`src/logic/ed_decode_pkg.sv`:
```
// ##############################
// ED opcode decode types
// ##############################

package ed_decode_pkg;

    // second opcode byte after the ED prefix.
    typedef logic [7:0] opcode_t;

    // one-hot execution phase, bit 0 is the decode phase.
    typedef logic [4:0] xpt_t;

    // ##############################
    // register pair, opcode bits 5:4
    // ##############################

    typedef enum logic [1:0] {
        pair_bc = 2'b00,
        pair_de = 2'b01,
        pair_hl = 2'b10,
        pair_sp = 2'b11
    } reg_pair_t;

    // ##############################
    // command kinds
    // ##############################

    typedef enum logic [2:0] {
        kind_none    = 3'd0, // no decoded group.
        kind_st_pair = 3'd1, // LD (nn),dd, bit 3 clear.
        kind_ld_pair = 3'd2, // LD dd,(nn), bit 3 set.
        kind_adc_hl  = 3'd3, // ADC HL,dd, bit 3 set.
        kind_sbc_hl  = 3'd4  // SBC HL,dd, bit 3 clear.
    } cmd_kind_t;

    // one command per accepted opcode, 6 bits.
    typedef struct packed {
        cmd_kind_t kind;
        reg_pair_t pair;
        logic      fetch_nn; // operand address follows.
    } ed_cmd_t;

endpackage

```
`src/logic/bit_decoder.sv`:
```
// ##############################
// one-hot bit decoder
// ##############################

`timescale 1ns/10ps

module bit_decoder #(
    parameter int WIDTH = 1
) (
    input  logic                  enable,
    input  logic [WIDTH-1:0]      sel,
    output logic [(1<<WIDTH)-1:0] out
);

    // exactly one output high under enable, none otherwise.
    always_comb begin
        out = '0;
        if (enable) begin
            out[sel] = 1'b1;
        end
    end

endmodule

```
`src/logic/ld_nn_dd_decoder.sv`:
```
// ##############################
// LD (nn),dd / LD dd,(nn) decode
// ##############################

`timescale 1ns/10ps

module ld_nn_dd_decoder
    import ed_decode_pkg::*;
(
    input  logic       enable,
    input  xpt_t       xpt,
    input  opcode_t    source,
    output logic       phase_reset,
    output logic       fetch_nn,
    output logic       group_done,
    output logic [3:0] st_pair,
    output logic [3:0] ld_pair
);

    logic       decoded;
    logic [1:0] dir;

    // ##############################
    // phase 0 group match
    // ##############################

    // pattern 01xxx011 in the decode phase.
    assign decoded = enable && xpt[0]
                  && (source[7:6] == 2'b01)
                  && (source[2:0] == 3'b011);

    assign phase_reset = decoded; // nothing left to do in later phases.
    assign fetch_nn    = decoded;
    assign group_done  = decoded;

    // ##############################
    // direction and pair split
    // ##############################

    bit_decoder #(.WIDTH(1)) u_dir (
        .enable (decoded),
        .sel    (source[3:3]),
        .out    (dir)
    );

    // bit 3 clear, store pair to memory.
    bit_decoder #(.WIDTH(2)) u_st_pair (
        .enable (dir[0]),
        .sel    (source[5:4]),
        .out    (st_pair)
    );

    // bit 3 set, load pair from memory.
    bit_decoder #(.WIDTH(2)) u_ld_pair (
        .enable (dir[1]),
        .sel    (source[5:4]),
        .out    (ld_pair)
    );

endmodule

```
`src/logic/adc_sbc_decoder.sv`:
```
// ##############################
// ADC/SBC HL,dd decode
// ##############################

`timescale 1ns/10ps

module adc_sbc_decoder
    import ed_decode_pkg::*;
(
    input  logic       enable,
    input  xpt_t       xpt,
    input  opcode_t    source,
    output logic [3:0] adc_hl,
    output logic [3:0] sbc_hl
);

    logic       decoded;
    logic [1:0] op;

    // pattern 01xxx010 in the decode phase.
    assign decoded = enable && xpt[0]
                  && (source[7:6] == 2'b01)
                  && (source[2:0] == 3'b010);

    bit_decoder #(.WIDTH(1)) u_op (
        .enable (decoded),
        .sel    (source[3:3]),
        .out    (op)
    );

    // bit 3 clear, subtract with carry.
    bit_decoder #(.WIDTH(2)) u_sbc_pair (
        .enable (op[0]),
        .sel    (source[5:4]),
        .out    (sbc_hl)
    );

    // bit 3 set, add with carry.
    bit_decoder #(.WIDTH(2)) u_adc_pair (
        .enable (op[1]),
        .sel    (source[5:4]),
        .out    (adc_hl)
    );

endmodule

```
`src/logic/xpt_sequencer.sv`:
```
// ##############################
// handshake and phase sequencer
// ##############################

`timescale 1ns/10ps

module xpt_sequencer
    import ed_decode_pkg::*;
#(
    parameter int XPT_STEPS = 5
) (
    input  logic    clk,
    input  logic    arst_n,
    input  logic    req,
    input  opcode_t source_in,
    input  logic    phase_reset,
    output logic    ack,
    output opcode_t source,
    output xpt_t    xpt,
    output logic    enable
);

    typedef enum logic [1:0] {
        seq_idle,     // waiting for req.
        seq_run,      // phases stepping.
        seq_wait_low  // phases done, waiting for req low.
    } seq_state_t;

    seq_state_t state;
    logic       accept;
    logic       last_step;

    // a new req only counts when idle with ack already low.
    assign accept    = (state == seq_idle) && req && !ack;
    assign last_step = xpt[XPT_STEPS-1];
    assign enable    = (state == seq_run);

    // ##############################
    // handshake state and phases
    // ##############################

    always_ff @(posedge clk or negedge arst_n) begin
        if (!arst_n) begin
            state <= seq_idle;
            ack   <= 1'b0;
            xpt   <= '0;
        end else begin
            case (state)
                seq_idle: begin
                    if (accept) begin
                        state <= seq_run;
                        ack   <= 1'b1;
                        xpt   <= xpt_t'(1); // decode phase next cycle.
                    end
                end
                seq_run: begin
                    if (phase_reset || last_step) begin
                        state <= seq_wait_low;
                        xpt   <= '0;
                    end else begin
                        xpt <= xpt << 1;
                    end
                end
                seq_wait_low: begin
                    if (!req) begin
                        state <= seq_idle;
                        ack   <= 1'b0; // closes the four-phase cycle.
                    end
                end
                default: begin
                    state <= seq_idle;
                    ack   <= 1'b0;
                    xpt   <= '0;
                end
            endcase
        end
    end

    // ##############################
    // opcode latch
    // ##############################

    always_ff @(posedge clk) begin
        if (accept) begin
            source <= source_in; // held for all phases.
        end
    end

endmodule

```
`src/logic/ed_decode_top.sv`:
```
// ##############################
// ED group decode top
// ##############################

`timescale 1ns/10ps

module ed_decode_top
    import ed_decode_pkg::*;
#(
    parameter int XPT_STEPS = 5
) (
    input  logic    clk,
    input  logic    arst_n,
    input  logic    req,
    input  opcode_t source,
    output logic    ack,
    output ed_cmd_t cmd,
    output logic    cmd_valid
);

    opcode_t    op_latched;
    xpt_t       xpt;
    logic       enable;
    logic       phase_reset;
    logic       fetch_nn;
    logic       group_done;
    logic [3:0] st_pair;
    logic [3:0] ld_pair;
    logic [3:0] adc_hl;
    logic [3:0] sbc_hl;

    xpt_sequencer #(.XPT_STEPS(XPT_STEPS)) u_sequencer (
        .clk         (clk),
        .arst_n      (arst_n),
        .req         (req),
        .source_in   (source),
        .phase_reset (phase_reset),
        .ack         (ack),
        .source      (op_latched),
        .xpt         (xpt),
        .enable      (enable)
    );

    ld_nn_dd_decoder u_ld_nn_dd (
        .enable      (enable),
        .xpt         (xpt),
        .source      (op_latched),
        .phase_reset (phase_reset),
        .fetch_nn    (fetch_nn),
        .group_done  (group_done),
        .st_pair     (st_pair),
        .ld_pair     (ld_pair)
    );

    adc_sbc_decoder u_adc_sbc (
        .enable (enable),
        .xpt    (xpt),
        .source (op_latched),
        .adc_hl (adc_hl),
        .sbc_hl (sbc_hl)
    );

    // ##############################
    // pulse gathering
    // ##############################

    // OR of all one-hot pair pulses, at most one bit high.
    logic [3:0] pair_oh;
    assign pair_oh = st_pair | ld_pair | adc_hl | sbc_hl;

    always_comb begin
        cmd          = '0;
        cmd.pair     = reg_pair_t'({pair_oh[3] | pair_oh[2], pair_oh[3] | pair_oh[1]});
        cmd.fetch_nn = fetch_nn;
        if (group_done) begin
            cmd.kind = (|ld_pair) ? kind_ld_pair : kind_st_pair;
        end else if (|adc_hl) begin
            cmd.kind = kind_adc_hl;
        end else if (|sbc_hl) begin
            cmd.kind = kind_sbc_hl;
        end
    end

    assign cmd_valid = xpt[0]; // one cycle per accepted opcode.

endmodule

```
`config.mk`:
```
export PLATFORM = sky130hd
export DESIGN_NAME = ed_decode_top
export DESIGN_NICKNAME = d
export VERILOG_FILES = /design/src/logic/ed_decode_pkg.sv /design/src/logic/bit_decoder.sv /design/src/logic/ld_nn_dd_decoder.sv /design/src/logic/adc_sbc_decoder.sv /design/src/logic/xpt_sequencer.sv /design/src/logic/ed_decode_top.sv
export SDC_FILE = /design/constraint.sdc
export NUM_CORES = 1
export LEC_CHECK = 0
export BUFFER_PORTS_ARGS = -buffer_cell sky130_fd_sc_hd__buf_2
export CAP_MARGIN = 20
export CORE_MARGIN = 3
export CORE_UTILIZATION = 50
export CTS_BUF_LIST = sky130_fd_sc_hd__clkbuf_4
export DETAILED_ROUTE_END_ITERATION = 16
export PLACE_DENSITY = 0.77
export SLEW_MARGIN = 20
export SYNTH_ARGS = -nofsm -noshare
export SYNTH_HDL_FRONTEND = slang
export SYNTH_SLANG_ARGS = --single-unit
```
`constraint.sdc`:
```
create_clock -name clk -period 3.5 [get_ports clk]
set_input_delay 0.525 -clock clk [delete_from_list [all_inputs] [get_ports clk]]
set_output_delay 0.525 -clock clk [all_outputs]
set_load 0.05 [all_outputs]
```
=== After elaboration in Yosys (flattened, before gate mapping) ===
Cells that the tools add are included.

* $add $sub $neg: 0
* Multipliers: 0
* Div/mod/pow operators: 0
* Magnitude comparators: 4
* Equality and inequality tests: 8
* Shift operators: 0
* Multiplexer cells: 24
* Bitwise operators: 7
* Reductions and logical operators: 17

{| class="wikitable"
|+ Operators by type and width
! kind !! count
|-
| 4-bit 2-to-1 mux || 4
|-
| 5-bit one-hot mux with 3 select lines || 1
|-
| 2-bit 2-to-1 mux || 6
|-
| 4-bit bitwise OR || 3
|-
| 4-bit OR reduction || 3
|-
| 5-bit 2-to-1 mux || 2
|-
| 3-bit 2-to-1 mux || 3
|-
| 1-bit logical AND || 8
|-
| 3-bit by 2-bit equality test with 1-bit output, second input constant || 2
|-
| 2-bit one-hot mux with 3 select lines || 1
|-
| 3-bit AND reduction || 2
|-
| 2-bit by 1-bit equality test with 1-bit output, second input constant || 2
|-
| 1-bit 2-to-1 mux || 4
|-
| 2-bit inequality test, second input constant || 2
|-
| 2-bit by 3-bit < comparator with 1-bit output, second input constant || 1
|-
| 1-bit one-hot mux with 3 select lines || 1
|-
| 1-bit demux with 2-bit select || 1
|-
| 2-bit equality test, second input constant || 1
|-
| 2-bit by 1-bit >= comparator with 1-bit output, second input constant || 1
|-
| 2-bit logical NOT || 1
|-
| 1-bit by 2-bit < comparator with 1-bit output, second input constant || 1
|-
| 2-bit by 1-bit inequality test with 1-bit output, second input constant || 1
|-
| 1-bit NOT || 2
|-
| 1-bit bitwise OR || 2
|-
| 5 further kinds || 5
|}

* Bits in registers: 16
* Bits in latches: 0
* Bits in writable memories: 0
* Bits in read-only memories: 0
* Input bits: 11
* Output and inout bits: 8
* Word-level logic and storage cells: 64
* Memories: 0

=== Logic depth before layout (Yosys ltp) ===
Gate-level depths: netlist of run 1.

* Word-level depth: 10
* Depth in mapped cells: 3
* Mapped depth without buffers: 3

=== Hierarchy ===
Synthesis of run 1 repeated with hierarchy kept, for this count alone.

* Cell total of the unflattened synthesis: 72
* Area total of the unflattened synthesis: 908.4 um^2

{| class="wikitable"
|+ By module, submodules not included
! module !! instances !! cells each !! area an instance (um^2) !! seq. area each (um^2)
|-
| xpt_sequencer || 1 || 32 || 580.6 || 440.4
|-
| bit_decoder (u_adc_sbc.u_adc_pair ...) || 4 || 4 || 37.5 || 0.0
|-
| ed_decode_top || 1 || 13 || 86.3 || 0.0
|-
| ld_nn_dd_decoder || 1 || 4 || 33.8 || 0.0
|-
| bit_decoder (u_adc_sbc.u_op ...) || 2 || 2 || 16.3 || 0.0
|-
| adc_sbc_decoder || 1 || 3 || 25.0 || 0.0
|}

=== Least setup slack after synthesis of run 1 ===
No wires, ideal clock.

* Kind: flip-flop to output port
* Start: register u_sequencer.xpt[0]
* End: output port cmd[5] (netlist name)
* Arrival: 1.906 ns
* Required time: 2.975 ns
* Path slack: 1.069 ns
* Stages on the path, launching flop included: 3
* Path buffers: 0
* Cells stage by stage: dfrtp_1 -> nand3_1 -> nor3_1

{| class="wikitable"
|+ RTL lines
! element !! RTL line !! RTL
|-
| start: declaration || xpt_sequencer.sv:19 || <nowiki>output xpt_t xpt,</nowiki>
|-
| start signal: assignment || xpt_sequencer.sv:53 || <nowiki>xpt <= xpt_t'(1);</nowiki>
|-
| start signal: assignment || xpt_sequencer.sv:61 || <nowiki>xpt <= xpt << 1;</nowiki>
|-
| end: declaration || ed_decode_top.sv:17 || <nowiki>output ed_cmd_t cmd,</nowiki>
|}

==> impl_metrics.py, run 1 <==
metrics = {
    "run_status": {
        "outcome": "complete, no violations",
    },
    "worst_setup_path": {
        "crit_type": "reg2out",
        "crit_path_end": "cmd[4]",
        "required_ns": 2.97,
        "r2r_start": "u_sequencer.state[0]$_DFFE_PN0P_",
        "cp.arrival_ns": 1.59,
        "critPathLaunchType": "register",
        "r2r_end": "u_sequencer.source[6]$_DFFE_PP_",
        "worstPathMaxFanout": 5,
        "ff2ff_path_depth": 3,
        "startpoint": "u_sequencer.source[7]$_DFFE_PP_",
        "end_kind": "output pin",
        "r2r_slack_ns": 2.18,
    },
    "drt": {
        "drc": 0,
        "routed_wl_um": 1070,
        "vias": 426,
        "drtIter0Drc": 4,
        "ant_nets": 0,
        "via_per_inst": 5.20,
        "routedWlPerCell_um": 13.1,
        "first_pass_iters": 2,
    },
    "logic_synthesis": {
        "syn_nets": 58,
        "ys_types": 23,
        "syn_area_um2": 656,
        "yosysSeqAreaShare_pct": 67.2,
        "synthCells": 47,
        "ys_ff_latch": 16,
        "ys_warn_count": 0,
        "synth.avg_cell_area_um2": 13.9,
    },
    "floorplan": {
        "fp.dieW_um": 42.2,
        "die_h_um": 42.2,
        "ios": 19,
        "rows": 12,
        "core_area_um2": 1170,
        "die-area_um2": 1780,
        "initial_core_util_pct": 56.0,
    },
    "global_routing": {
        "grt_pass1_wl_um": 1760,
        "antenna_found_initial": 0,
        "grt_usage_pct": 13.7,
        "grt_max_degree": 10,
        "grt_pass1_vias": 419,
        "grt_overflow_total": 0,
    },
    "sta": {
        "setup_viol": 0,
        "period_needed_ns": 2.12,
        "period_share_pct": 60.5,
        "grt_setup_unrepaired": "false",
        "slew_violations": 0,
        "fin_skew_ns": 0.00847,
        "worst_slack_ns": 1.38,
        "fin_hold_ws_ns": 0.0561,
        "fin_setup_tns_ns": 0,
        "max_freq_mhz": 472,
        "finalHoldViolCount": 0,
        "slew_headroom_pct": 76.3,
        "tightest_slew_ns": 0.355,
    },
    "power": {
        "seq_power_share_pct": 54.9,
        "power.density_nw_per_um2": 610,
        "p_clk_share_pct": 20.6,
        "internal_power_uw": 326,
        "swShare_pct": 31.6,
        "comb_power_share_pct": 24.5,
        "power.leakage_uw": 0.000366,
        "p_sw_uw": 151,
        "ir_worst_vdd_mv": 0.354,
        "total_power_uw": 477,
    },
    "flow_run": {
        "drv_cap": 0,
    },
    "placement": {
        "dpl.hpwl_um": 826,
        "gp_congestion": 0.687,
        "dpl_worst_slack_ns": 1.70,
        "io_buffers": 18,
        "place_area_um2": 756,
    },
    "min_path": {
        "worst_hold_path_type": "in2async",
    },
    "clocking": {
        "cts_root_buf": "clkbuf_4",
        "ctsResizeCount": 0,
        "cts_setup_buffers": 0,
        "cts_tree": "built",
        "hold_buffers": 0,
        "max-clock-path-buffers": 2,
        "htree_levels": 1,
        "cts.sinks": 16,
        "cts_buffers": 3,
        "worstSkewPairLatency_ns": 0.29,
        "clk_pin_slew_ns": 0.10,
    },
    "final_layout": {
        "fin_area_um2": 782,
        "fillers": 95,
        "diodes": 0,
        "drive_gt1_share_pct": 38.2,
        "final_net_count": 80,
        "area_growth_pct": 19.3,
    },
}
worst min-delay path by stage:
stage / from / to / slack, ns
3_5_place_dp: arst_n / u_sequencer.state[1]$_DFFE_PN0P_ / 0.38
2_1_floorplan: arst_n / u_sequencer.ack$_DFFE_PN0P_ / 0.23
5_1_grt: arst_n / u_sequencer.state[1]$_DFFE_PN0P_ / 0.05
6_report: arst_n / u_sequencer.xpt[0]$_DFFE_PN0P_ / 0.06
4_1_cts: arst_n / u_sequencer.state[1]$_DFFE_PN0P_ / 0.06
3_3_place_gp: arst_n / u_sequencer.state[1]$_DFFE_PN0P_ / 0.37
cells in the mapped netlist, drive strengths merged:
library cell	number	share of area (%)
dfrtp	8	31
edfxtp	8	37
a22o	3	4.0
and2	3	2.9
nor2	3	1.7
o21ai	3	2.3
inv	2	1.1
nand2	2	1.1
a211oi	1	1.1
a21o	1	1.1
a21oi	1	0.76
a221o	1	1.5
a41oi	1	2.5
and2b	1	1.3
and3	1	0.95
and4	1	1.3
and4bb	1	1.9
buf	1	1.1
nand3	1	0.76
nor2b	1	1.3
nor3	1	0.76
or3b	1	1.7
xnor2	1	1.3
power by group through the flow:
| stage | Combinational (uW) | Sequential (uW) | Clock, uW |
|---|---|---|---|
| final | 117 | 262 | 98.5 |
| after global routing | 131 | 269 | 108 |
| after CTS | 118 | 261 | 101 |
| after detailed placement | 118 | 266 | 0 |
| after global placement | 114 | 264 | 0 |
| after floorplan | 72.4 | 278 | 0 |
layer usage:
| layer | part of all wire, % | track usage, % | up-vias | wire length (um) |
|---|---|---|---|---|
| li1 | - | - | 216 | - |
| met1 | 46 | 17.0 | 195 | 489 |
| met2 | 47 | 21.3 | 15 | 508 |
| met3 | 6.9 | 3.86 | 0 | 74 |
| met4 | 0 | 7.45 | 0 | 0 |
| met5 | 0 | 0 | - | 0 |
placed cells by master, fill, tap and decap left out, drive strengths merged:
| cell type | synthesis | routed |
|---|---|---|
| a22o | 3 | 3 |
| nor2 | 3 | 3 |
| dfrtp | 8 | 8 |
| and2b | 1 | 1 |
| nor2b | 1 | 1 |
| clkinv | 0 | 1 |
| or3b | 1 | 1 |
| nor3 | 1 | 1 |
| buf | 1 | 18 |
| a21oi | 1 | 1 |
| clkbuf | 0 | 3 |
| o21ai | 3 | 3 |
| edfxtp | 8 | 8 |
| nand2 | 2 | 2 |
| nand3 | 1 | 1 |
| a21o | 1 | 1 |
| a41oi | 1 | 1 |
| and4bb | 1 | 1 |
| inv | 2 | 2 |
| and3 | 1 | 1 |
| and2 | 3 | 3 |
| a221o | 1 | 1 |
| a211oi | 1 | 1 |
| xnor2 | 1 | 1 |
| and4 | 1 | 1 |
critical path, stage by stage, from the launching register on:
cell	delay [ns]
edfxtp_1	0.37
and4bb_2	0.36
and3_1	0.19
and2_1	0.12
buf_2	0.25
flip-flops by register name, indices dropped and copies added, names as in the netlist:
name	flops
u_sequencer.ack	1
u_sequencer.source	8
u_sequencer.state	2
u_sequencer.xpt	5
per-stage QoR:
stage / instances / utilization, %
floorplan: 47 / -
global placement: 78 / 64.5
detailed placement: 78 / 64.5
CTS: 82 / 66.8
global route: 82 / 66.8
finish: 82 / 66.8
area by class of cell:
| cell class | count | area [um2] | area share (%) |
|---|---|---|---|
| Tap cell | 14 | 17.5 | 2.24 |
| Inverter | 2 | 7.51 | 0.960 |
| Clock inverter | 1 | 3.75 | 0.480 |
| Sequential cell | 16 | 440 | 56.3 |
| Multi-Input combinational cell | 28 | 200 | 25.6 |
| Clock buffer | 3 | 22.5 | 2.88 |
| Timing Repair Buffer | 18 | 90.1 | 11.5 |
logic make-up after synthesis:
logic type,count (synthesis),synth area share (%)
flops,16,67.2
simple gates,16,15.8
compound gates,11,13.4
buf+inv,3,2.29
xor+xnor,1,1.34
Power figures use the tool's default switching activity.
==> run 2, diff against run 1 <==
--- a/config.mk
+++ b/config.mk
@@ -5,13 +5,14 @@
 export SDC_FILE = /design/constraint.sdc
 export NUM_CORES = 1
 export LEC_CHECK = 0
+export ABC_AREA = 1
 export BUFFER_PORTS_ARGS = -buffer_cell sky130_fd_sc_hd__buf_2
 export CAP_MARGIN = 20
 export CORE_MARGIN = 3
-export CORE_UTILIZATION = 50
+export CORE_UTILIZATION = 47
 export CTS_BUF_LIST = sky130_fd_sc_hd__clkbuf_4
 export DETAILED_ROUTE_END_ITERATION = 16
-export PLACE_DENSITY = 0.77
+export PLACE_DENSITY = 0.76
 export SLEW_MARGIN = 20
 export SYNTH_ARGS = -nofsm -noshare
 export SYNTH_HDL_FRONTEND = slang
==> constraint.sdc (replaced) <==
create_clock -name clk -period 1.75 [get_ports clk]
set_input_delay 0.2625 -clock clk [delete_from_list [all_inputs] [get_ports clk]]
set_output_delay 0.2625 -clock clk [all_outputs]
set_load 0.05 [all_outputs]
==> run 2 against run 1 <==
Against the previous run:
- sequential cell count is the same
- power grew to 2.6 times the previous value
- global-route usage is 0.37 points higher
- sequential share of layout area shrank 7.9 points
- critical path type unchanged
==> impl_metrics.py, run 2 <==
metrics = {
    "power": {
        "power.leakage_uw": 0.000461,
        "power.density_nw_per_um2": 1360,
        "total_power_uw": 1240,
        "ir_worst_vdd_mv": 0.756,
        "comb_power_share_pct": 36.1,
        "seq_power_share_pct": 48.4,
        "p_clk_share_pct": 15.4,
        "internal_power_uw": 737,
        "swShare_pct": 40.5,
        "p_sw_uw": 502,
    },
    "drt": {
        "routedWlPerCell_um": 11.7,
        "drtIter0Drc": 12,
        "vias": 531,
        "via_per_inst": 4.92,
        "drc": 0,
        "routed_wl_um": 1260,
        "ant_nets": 0,
        "first_pass_iters": 4,
    },
    "logic_synthesis": {
        "synth_most_common_cell": "nand2_1",
        "synth_area_leaders": "edfxtp_1, dfrtp_1, nand2_1, inv_1, o21ai_0",
        "ys_ff_latch": 16,
        "synth_compound_area_share_pct": 5.55,
        "synth-xor-area-share_pct": 0,
        "synth_top_family_by_area": "simple AND/OR/NAND/NOR gates",
        "synth_top_area_share_pct": 34.3,
        "synth_edf_count": 8,
        "synth-main-ff-cell": "edfxtp_1",
        "ys_warn_count": 0,
        "async_flop_share_pct": 50.0,
        "syn_nets": 81,
        "synth_adder_area_share_pct": 0,
        "synth.avg_cell_area_um2": 9.99,
        "synthCells": 70,
        "yosys.area_share.simple_pct": 25.0,
        "synth_largest_area_cell": "edfxtp_1",
        "synth.area.mux_share_pct": 0,
        "ys_types": 17,
        "yosysSeqAreaShare_pct": 63.0,
        "syn_area_um2": 699,
        "synthTopCellsByCount": "nand2_1, inv_1, dfrtp_1, edfxtp_1, nor2_1",
    },
    "run_status": {
        "outcome": "complete, no violations",
    },
    "floorplan": {
        "die-area_um2": 1990,
        "fp.dieW_um": 44.6,
        "ios": 19,
        "core_area_um2": 1350,
        "die_h_um": 44.6,
        "initial_core_util_pct": 51.8,
        "rows": 13,
    },
    "worst_setup_path": {
        "critPathSlowestCell": "edfxtp_1",
        "critPathLaunchType": "register",
        "r2r_end": "u_sequencer.source[0]$_DFFE_PP_",
        "end_kind": "output pin",
        "path_buf_inv": 1,
        "crit_family": "flip-flops",
        "r2r_slack_ns": 0.29,
        "worstPathMaxFanout": 3,
        "cp.arrival_ns": 1.46,
        "crit_type": "reg2out",
        "ff2ff_path_depth": 4,
        "required_ns": 1.49,
        "path_cells": "nor3b_2 > nand2_2 > a21boi_2 > buf_6",
        "path_depth": 4,
        "r2r_start": "u_sequencer.state[1]$_DFFE_PN0P_",
        "slowest_delay_ns": 0.44,
    },
    "sta": {
        "period_needed_ns": 1.72,
        "fin_skew_ns": 0.0104,
        "fin_hold_ws_ns": 0.156,
        "slew_violations": 0,
        "setup_viol": 0,
        "tightest_slew_ns": 0.480,
        "period_share_pct": 98.5,
        "max_freq_mhz": 580,
        "grt_setup_unrepaired": "true",
        "finalHoldViolCount": 0,
        "slew_headroom_pct": 67.7,
    },
    "placement": {
        "gp_congestion": 0.868,
        "dpl.hpwl_um": 970,
        "io_buffers": 18,
    },
    "final_layout": {
        "layout_common_cells": "nand2_1, buf_2, inv_1, dfrtp_1, edfxtp_1",
        "layout_commonest_cell": "nand2_1",
        "final_net_count": 105,
        "largest_register_ffs": 8,
        "area_growth_pct": 30.1,
        "fillers": 107,
        "drive_gt1_share_pct": 37.6,
        "diodes": 0,
        "reg_top3": "u_sequencer.source x8, u_sequencer.xpt x5, u_sequencer.state x2",
        "top_register": "u_sequencer.source",
    },
    "min_path": {
        "hold_path_end": "u_sequencer.source[1]$_DFFE_PP_",
        "hold_depth": 1,
        "min_from": "source[1]",
        "worst_hold_path_type": "in2reg",
    },
    "global_routing": {
        "grt_pass1_vias": 526,
        "antenna_found_initial": 0,
        "grt_overflow_total": 0,
        "grt_max_degree": 10,
        "grt_pass1_wl_um": 2070,
        "grt_usage_pct": 14.0,
    },
    "clocking": {
        "clk_pin_slew_ns": 0.10,
        "htree_levels": 1,
        "cts_tree": "built",
        "cts_root_buf": "clkbuf_4",
        "max-clock-path-buffers": 2,
        "worstSkewPairLatency_ns": 0.28,
        "cts_buffers": 3,
        "cts.sinks": 16,
    },
    "flow_run": {
        "drv_cap": 0,
    },
}
## run 2: worst max path at each step
stage                                                 from      to
after floorplan             u_sequencer.xpt[0]$_DFFE_PN0P_  cmd[4]
after global placement     u_sequencer.source[2]$_DFFE_PP_  cmd[4]
after detailed placement   u_sequencer.source[0]$_DFFE_PP_  cmd[4]
after CTS                 u_sequencer.state[1]$_DFFE_PN0P_  cmd[4]
after global routing       u_sequencer.source[2]$_DFFE_PP_  cmd[4]
final                      u_sequencer.source[2]$_DFFE_PP_  cmd[4]
## run 2: through the flow
step           instance area, um2  setup TNS [ns]  util (%)  setup WS (ns)  instances
2_1_floorplan                 717          -0.172         -        -0.0614         70
3_3_place_gp                  818               0      60.6          0.231        102
3_5_place_dp                  818               0      60.6          0.191        102
4_1_cts                       882               0      65.3        0.00871        107
5_1_grt                       910          -0.188      67.4        -0.0589        108
6_report                      910               0      67.4         0.0264        108
## run 2: power by group through the flow
stage / clock network (uW) / logic (uW) / registers, uW
2_1_floorplan: 0 / 248 / 661
3_3_place_gp: 0 / 401 / 598
3_5_place_dp: 0 / 415 / 602
4_1_cts: 196 / 424 / 595
5_1_grt: 219 / 500 / 615
6_report: 191 / 448 / 600
## run 2: per-layer routing
layer	global-route usage (%)	vias up	part of all wire [%]
li1	-	274	-
met1	16.6	247	43
met2	25.8	10	53
met3	3.66	0	3.6
met4	1.81	0	0
met5	0	-	0
## run 2: cell type report
type	count	area (um2)	share of cell area, %
well taps	15	18.8	2.06
clock inverters	1	3.75	0.413
repair buffers	20	138	15.1
flip-flops and latches	16	440	48.4
multi-input cells	43	249	27.4
clock buffers	3	22.5	2.48
inverters	10	37.5	4.13
## run 2: repair_timing
action	in CTS	in global routing
endpoints found under the setup margin	5	6
hold endpoints to repair	8	0
hold buffers	1	0
resized for setup	10	6
pin swaps	0	3
setup buffers	0	1
## run 2: kinds of logic (layout without fill, tap and decap cells)
logic type | Yosys count | after routing
buf+inv | 11 | 34
compound gates | 7 | 7
simple gates | 36 | 36
flops | 16 | 16
==> run 3, diff against run 2 <==
--- a/config.mk
+++ b/config.mk
@@ -12,7 +12,7 @@
 export CORE_UTILIZATION = 47
 export CTS_BUF_LIST = sky130_fd_sc_hd__clkbuf_4
 export DETAILED_ROUTE_END_ITERATION = 16
-export PLACE_DENSITY = 0.76
+export PLACE_DENSITY_LB_ADDON = 0.12
 export SLEW_MARGIN = 20
 export SYNTH_ARGS = -nofsm -noshare
 export SYNTH_HDL_FRONTEND = slang
==> run 3 against run 2 <==
Against the previous run:
- register-to-register slack better by 0.12 ns
- hold slack worse by 0.0059 ns
- non-clock buffer count is 2 higher
- critical path depth is 2 higher
- global-route usage is 1.8 points higher
- via count is 3.2% higher
- power is 3.2% lower
- core utilization is 0.56 points higher
- critical path type unchanged
==> impl_metrics.py, run 3 (synthesized netlist as in run 2, its figures left out) <==
metrics = {
    "run_status": {
        "outcome": "complete, no violations",
    },
    "placement": {
        "place_area_um2": 818,
        "io_buffers": 18,
        "dpl.hpwl_um": 1000,
        "gp_congestion": 0.827,
    },
    "sta": {
        "max_freq_mhz": 581,
        "fin_skew_ns": 0.0112,
        "setup_viol": 0,
        "fin_hold_ws_ns": 0.150,
        "tightest_slew_ns": 0.435,
        "period_share_pct": 98.3,
        "slew_violations": 0,
        "finalHoldViolCount": 0,
        "grt_setup_unrepaired": "true",
        "fin_setup_tns_ns": 0,
        "slew_headroom_pct": 70.7,
        "period_needed_ns": 1.72,
    },
    "clocking": {
        "cts_buffers": 3,
        "cts.sinks": 16,
        "cts_tree": "built",
        "worstSkewPairLatency_ns": 0.28,
        "cts_root_buf": "clkbuf_4",
        "htree_levels": 1,
        "clk_pin_slew_ns": 0.08,
        "max-clock-path-buffers": 2,
    },
    "min_path": {
        "hold_depth": 1,
        "worst_hold_path_type": "in2reg",
    },
    "power": {
        "ir_worst_vdd_mv": 1.05,
        "power.density_nw_per_um2": 1310,
        "total_power_uw": 1200,
        "power.leakage_uw": 0.000466,
    },
    "worst_setup_path": {
        "cp.arrival_ns": 1.46,
        "crit_type": "reg2out",
        "worstPathMaxFanout": 4,
        "end_kind": "output pin",
        "critPathLaunchType": "register",
        "required_ns": 1.49,
        "ff2ff_path_depth": 9,
    },
    "floorplan": {
        "initial_core_util_pct": 51.8,
        "core_area_um2": 1350,
        "fp.dieW_um": 44.6,
        "ios": 19,
        "die_h_um": 44.6,
        "rows": 13,
        "die-area_um2": 1990,
    },
    "drt": {
        "ant_nets": 0,
        "routed_wl_um": 1300,
        "first_pass_iters": 4,
        "routedWlPerCell_um": 11.9,
        "drtIter0Drc": 8,
        "drc": 0,
        "vias": 548,
        "via_per_inst": 5.03,
    },
    "flow_run": {
        "drv_cap": 0,
    },
    "final_layout": {
        "reg_top3": "u_sequencer.source x8, u_sequencer.xpt x5, u_sequencer.state x2",
        "final_net_count": 107,
        "area_growth_pct": 31.1,
        "layout_commonest_cell": "nand2_1",
        "diodes": 0,
        "postLayoutCoreUtil_pct": 67.9,
        "drive_gt1_share_pct": 39.4,
        "layout_common_cells": "nand2_1, buf_2, inv_1, dfrtp_1, edfxtp_1",
        "largest_register_ffs": 8,
        "fin_area_um2": 917,
        "top_register": "u_sequencer.source",
    },
    "global_routing": {
        "grt_overflow_total": 0,
        "grt_pass1_vias": 526,
        "grt_usage_pct": 15.8,
        "antenna_found_initial": 0,
        "grt_pass1_wl_um": 2100,
        "grt_max_degree": 9,
    },
}
run 3: changes by cell type in the layout (fill, tap and decap cells not counted):
| cell | delta |
|---|---|
| clkinv_1 | -1 |
| buf_6 | +1 |
| nand3_4 | -1 |
| buf_4 | +1 |
| nand3_2 | +1 |
run 3: layer usage:
| metal | share of wire, % | GRT usage, % | up-vias |
|---|---|---|---|
| li1 | - | - | 279 |
| met1 | 38 | 15.2 | 246 |
| met2 | 52 | 26.4 | 16 |
| met3 | 6.5 | 7.32 | 7 |
| met4 | 3.3 | 10.8 | 0 |
| met5 | 0 | 0 | - |
run 3: worst max-delay path: stages (launching register included):
cell	delay (ns)
dfrtp_1	0.42
inv_2	0.07
nand3_2	0.09
nor2_4	0.15
nand2_2	0.11
a21boi_2	0.18
buf_6	0.17
run 3: report_power, final:
part / switching (uW) / leakage (uW) / internal (uW)
Sequential: 77.1 / 0.000178 / 522
Combinational: 300 / 0.000274 / 121
Clock: 99.8 / 0.0000138 / 79.9
Total: 477 / 0.000466 / 723
run 3: final cells by class:
type | count | area [um2]
tap | 15 | 18.8
clock buffer | 3 | 22.5
timing repair buffer | 22 | 156
inverter | 10 | 37.5
fill | 101 | 433
sequential | 16 | 440
multi-input combinational | 43 | 241
run 3: timing repair:
action / 4_1_cts / 5_1_grt
setup endpoints to repair: 5 / 6
buffers inserted: 0 / 3
resized for setup: 9 / 6
cloned: 0 / 0
hold buffers: 1 / 0
endpoints found under the hold margin: 8 / 0
run 3: worst paths after layout:
kind                                                        from                          endpoint  slack, ns
max in group asynchronous                                 arst_n       u_sequencer.ack$_DFFE_PN0P_       1.23
worst min-delay path                                   source[0]   u_sequencer.source[0]$_DFFE_PP_       0.15
min in group asynchronous                                 arst_n    u_sequencer.xpt[4]$_DFFE_PN0P_       0.34
worst min register to register    u_sequencer.xpt[3]$_DFFE_PN0P_    u_sequencer.xpt[3]$_DFFE_PN0P_       0.49
worst max register to register  u_sequencer.state[1]$_DFFE_PN0P_  u_sequencer.state[1]$_DFFE_PN0P_       0.41
worst max-delay path            u_sequencer.state[1]$_DFFE_PN0P_                            cmd[4]       0.03
run 3: metrics by stage:
stage / cells / worst slack, ns
floorplan: 70 / -0.0614
global placement: 102 / 0.261
CTS: 106 / -0.0127
detailed placement: 102 / 0.222
global route: 109 / -0.0737
finish: 109 / 0.0293
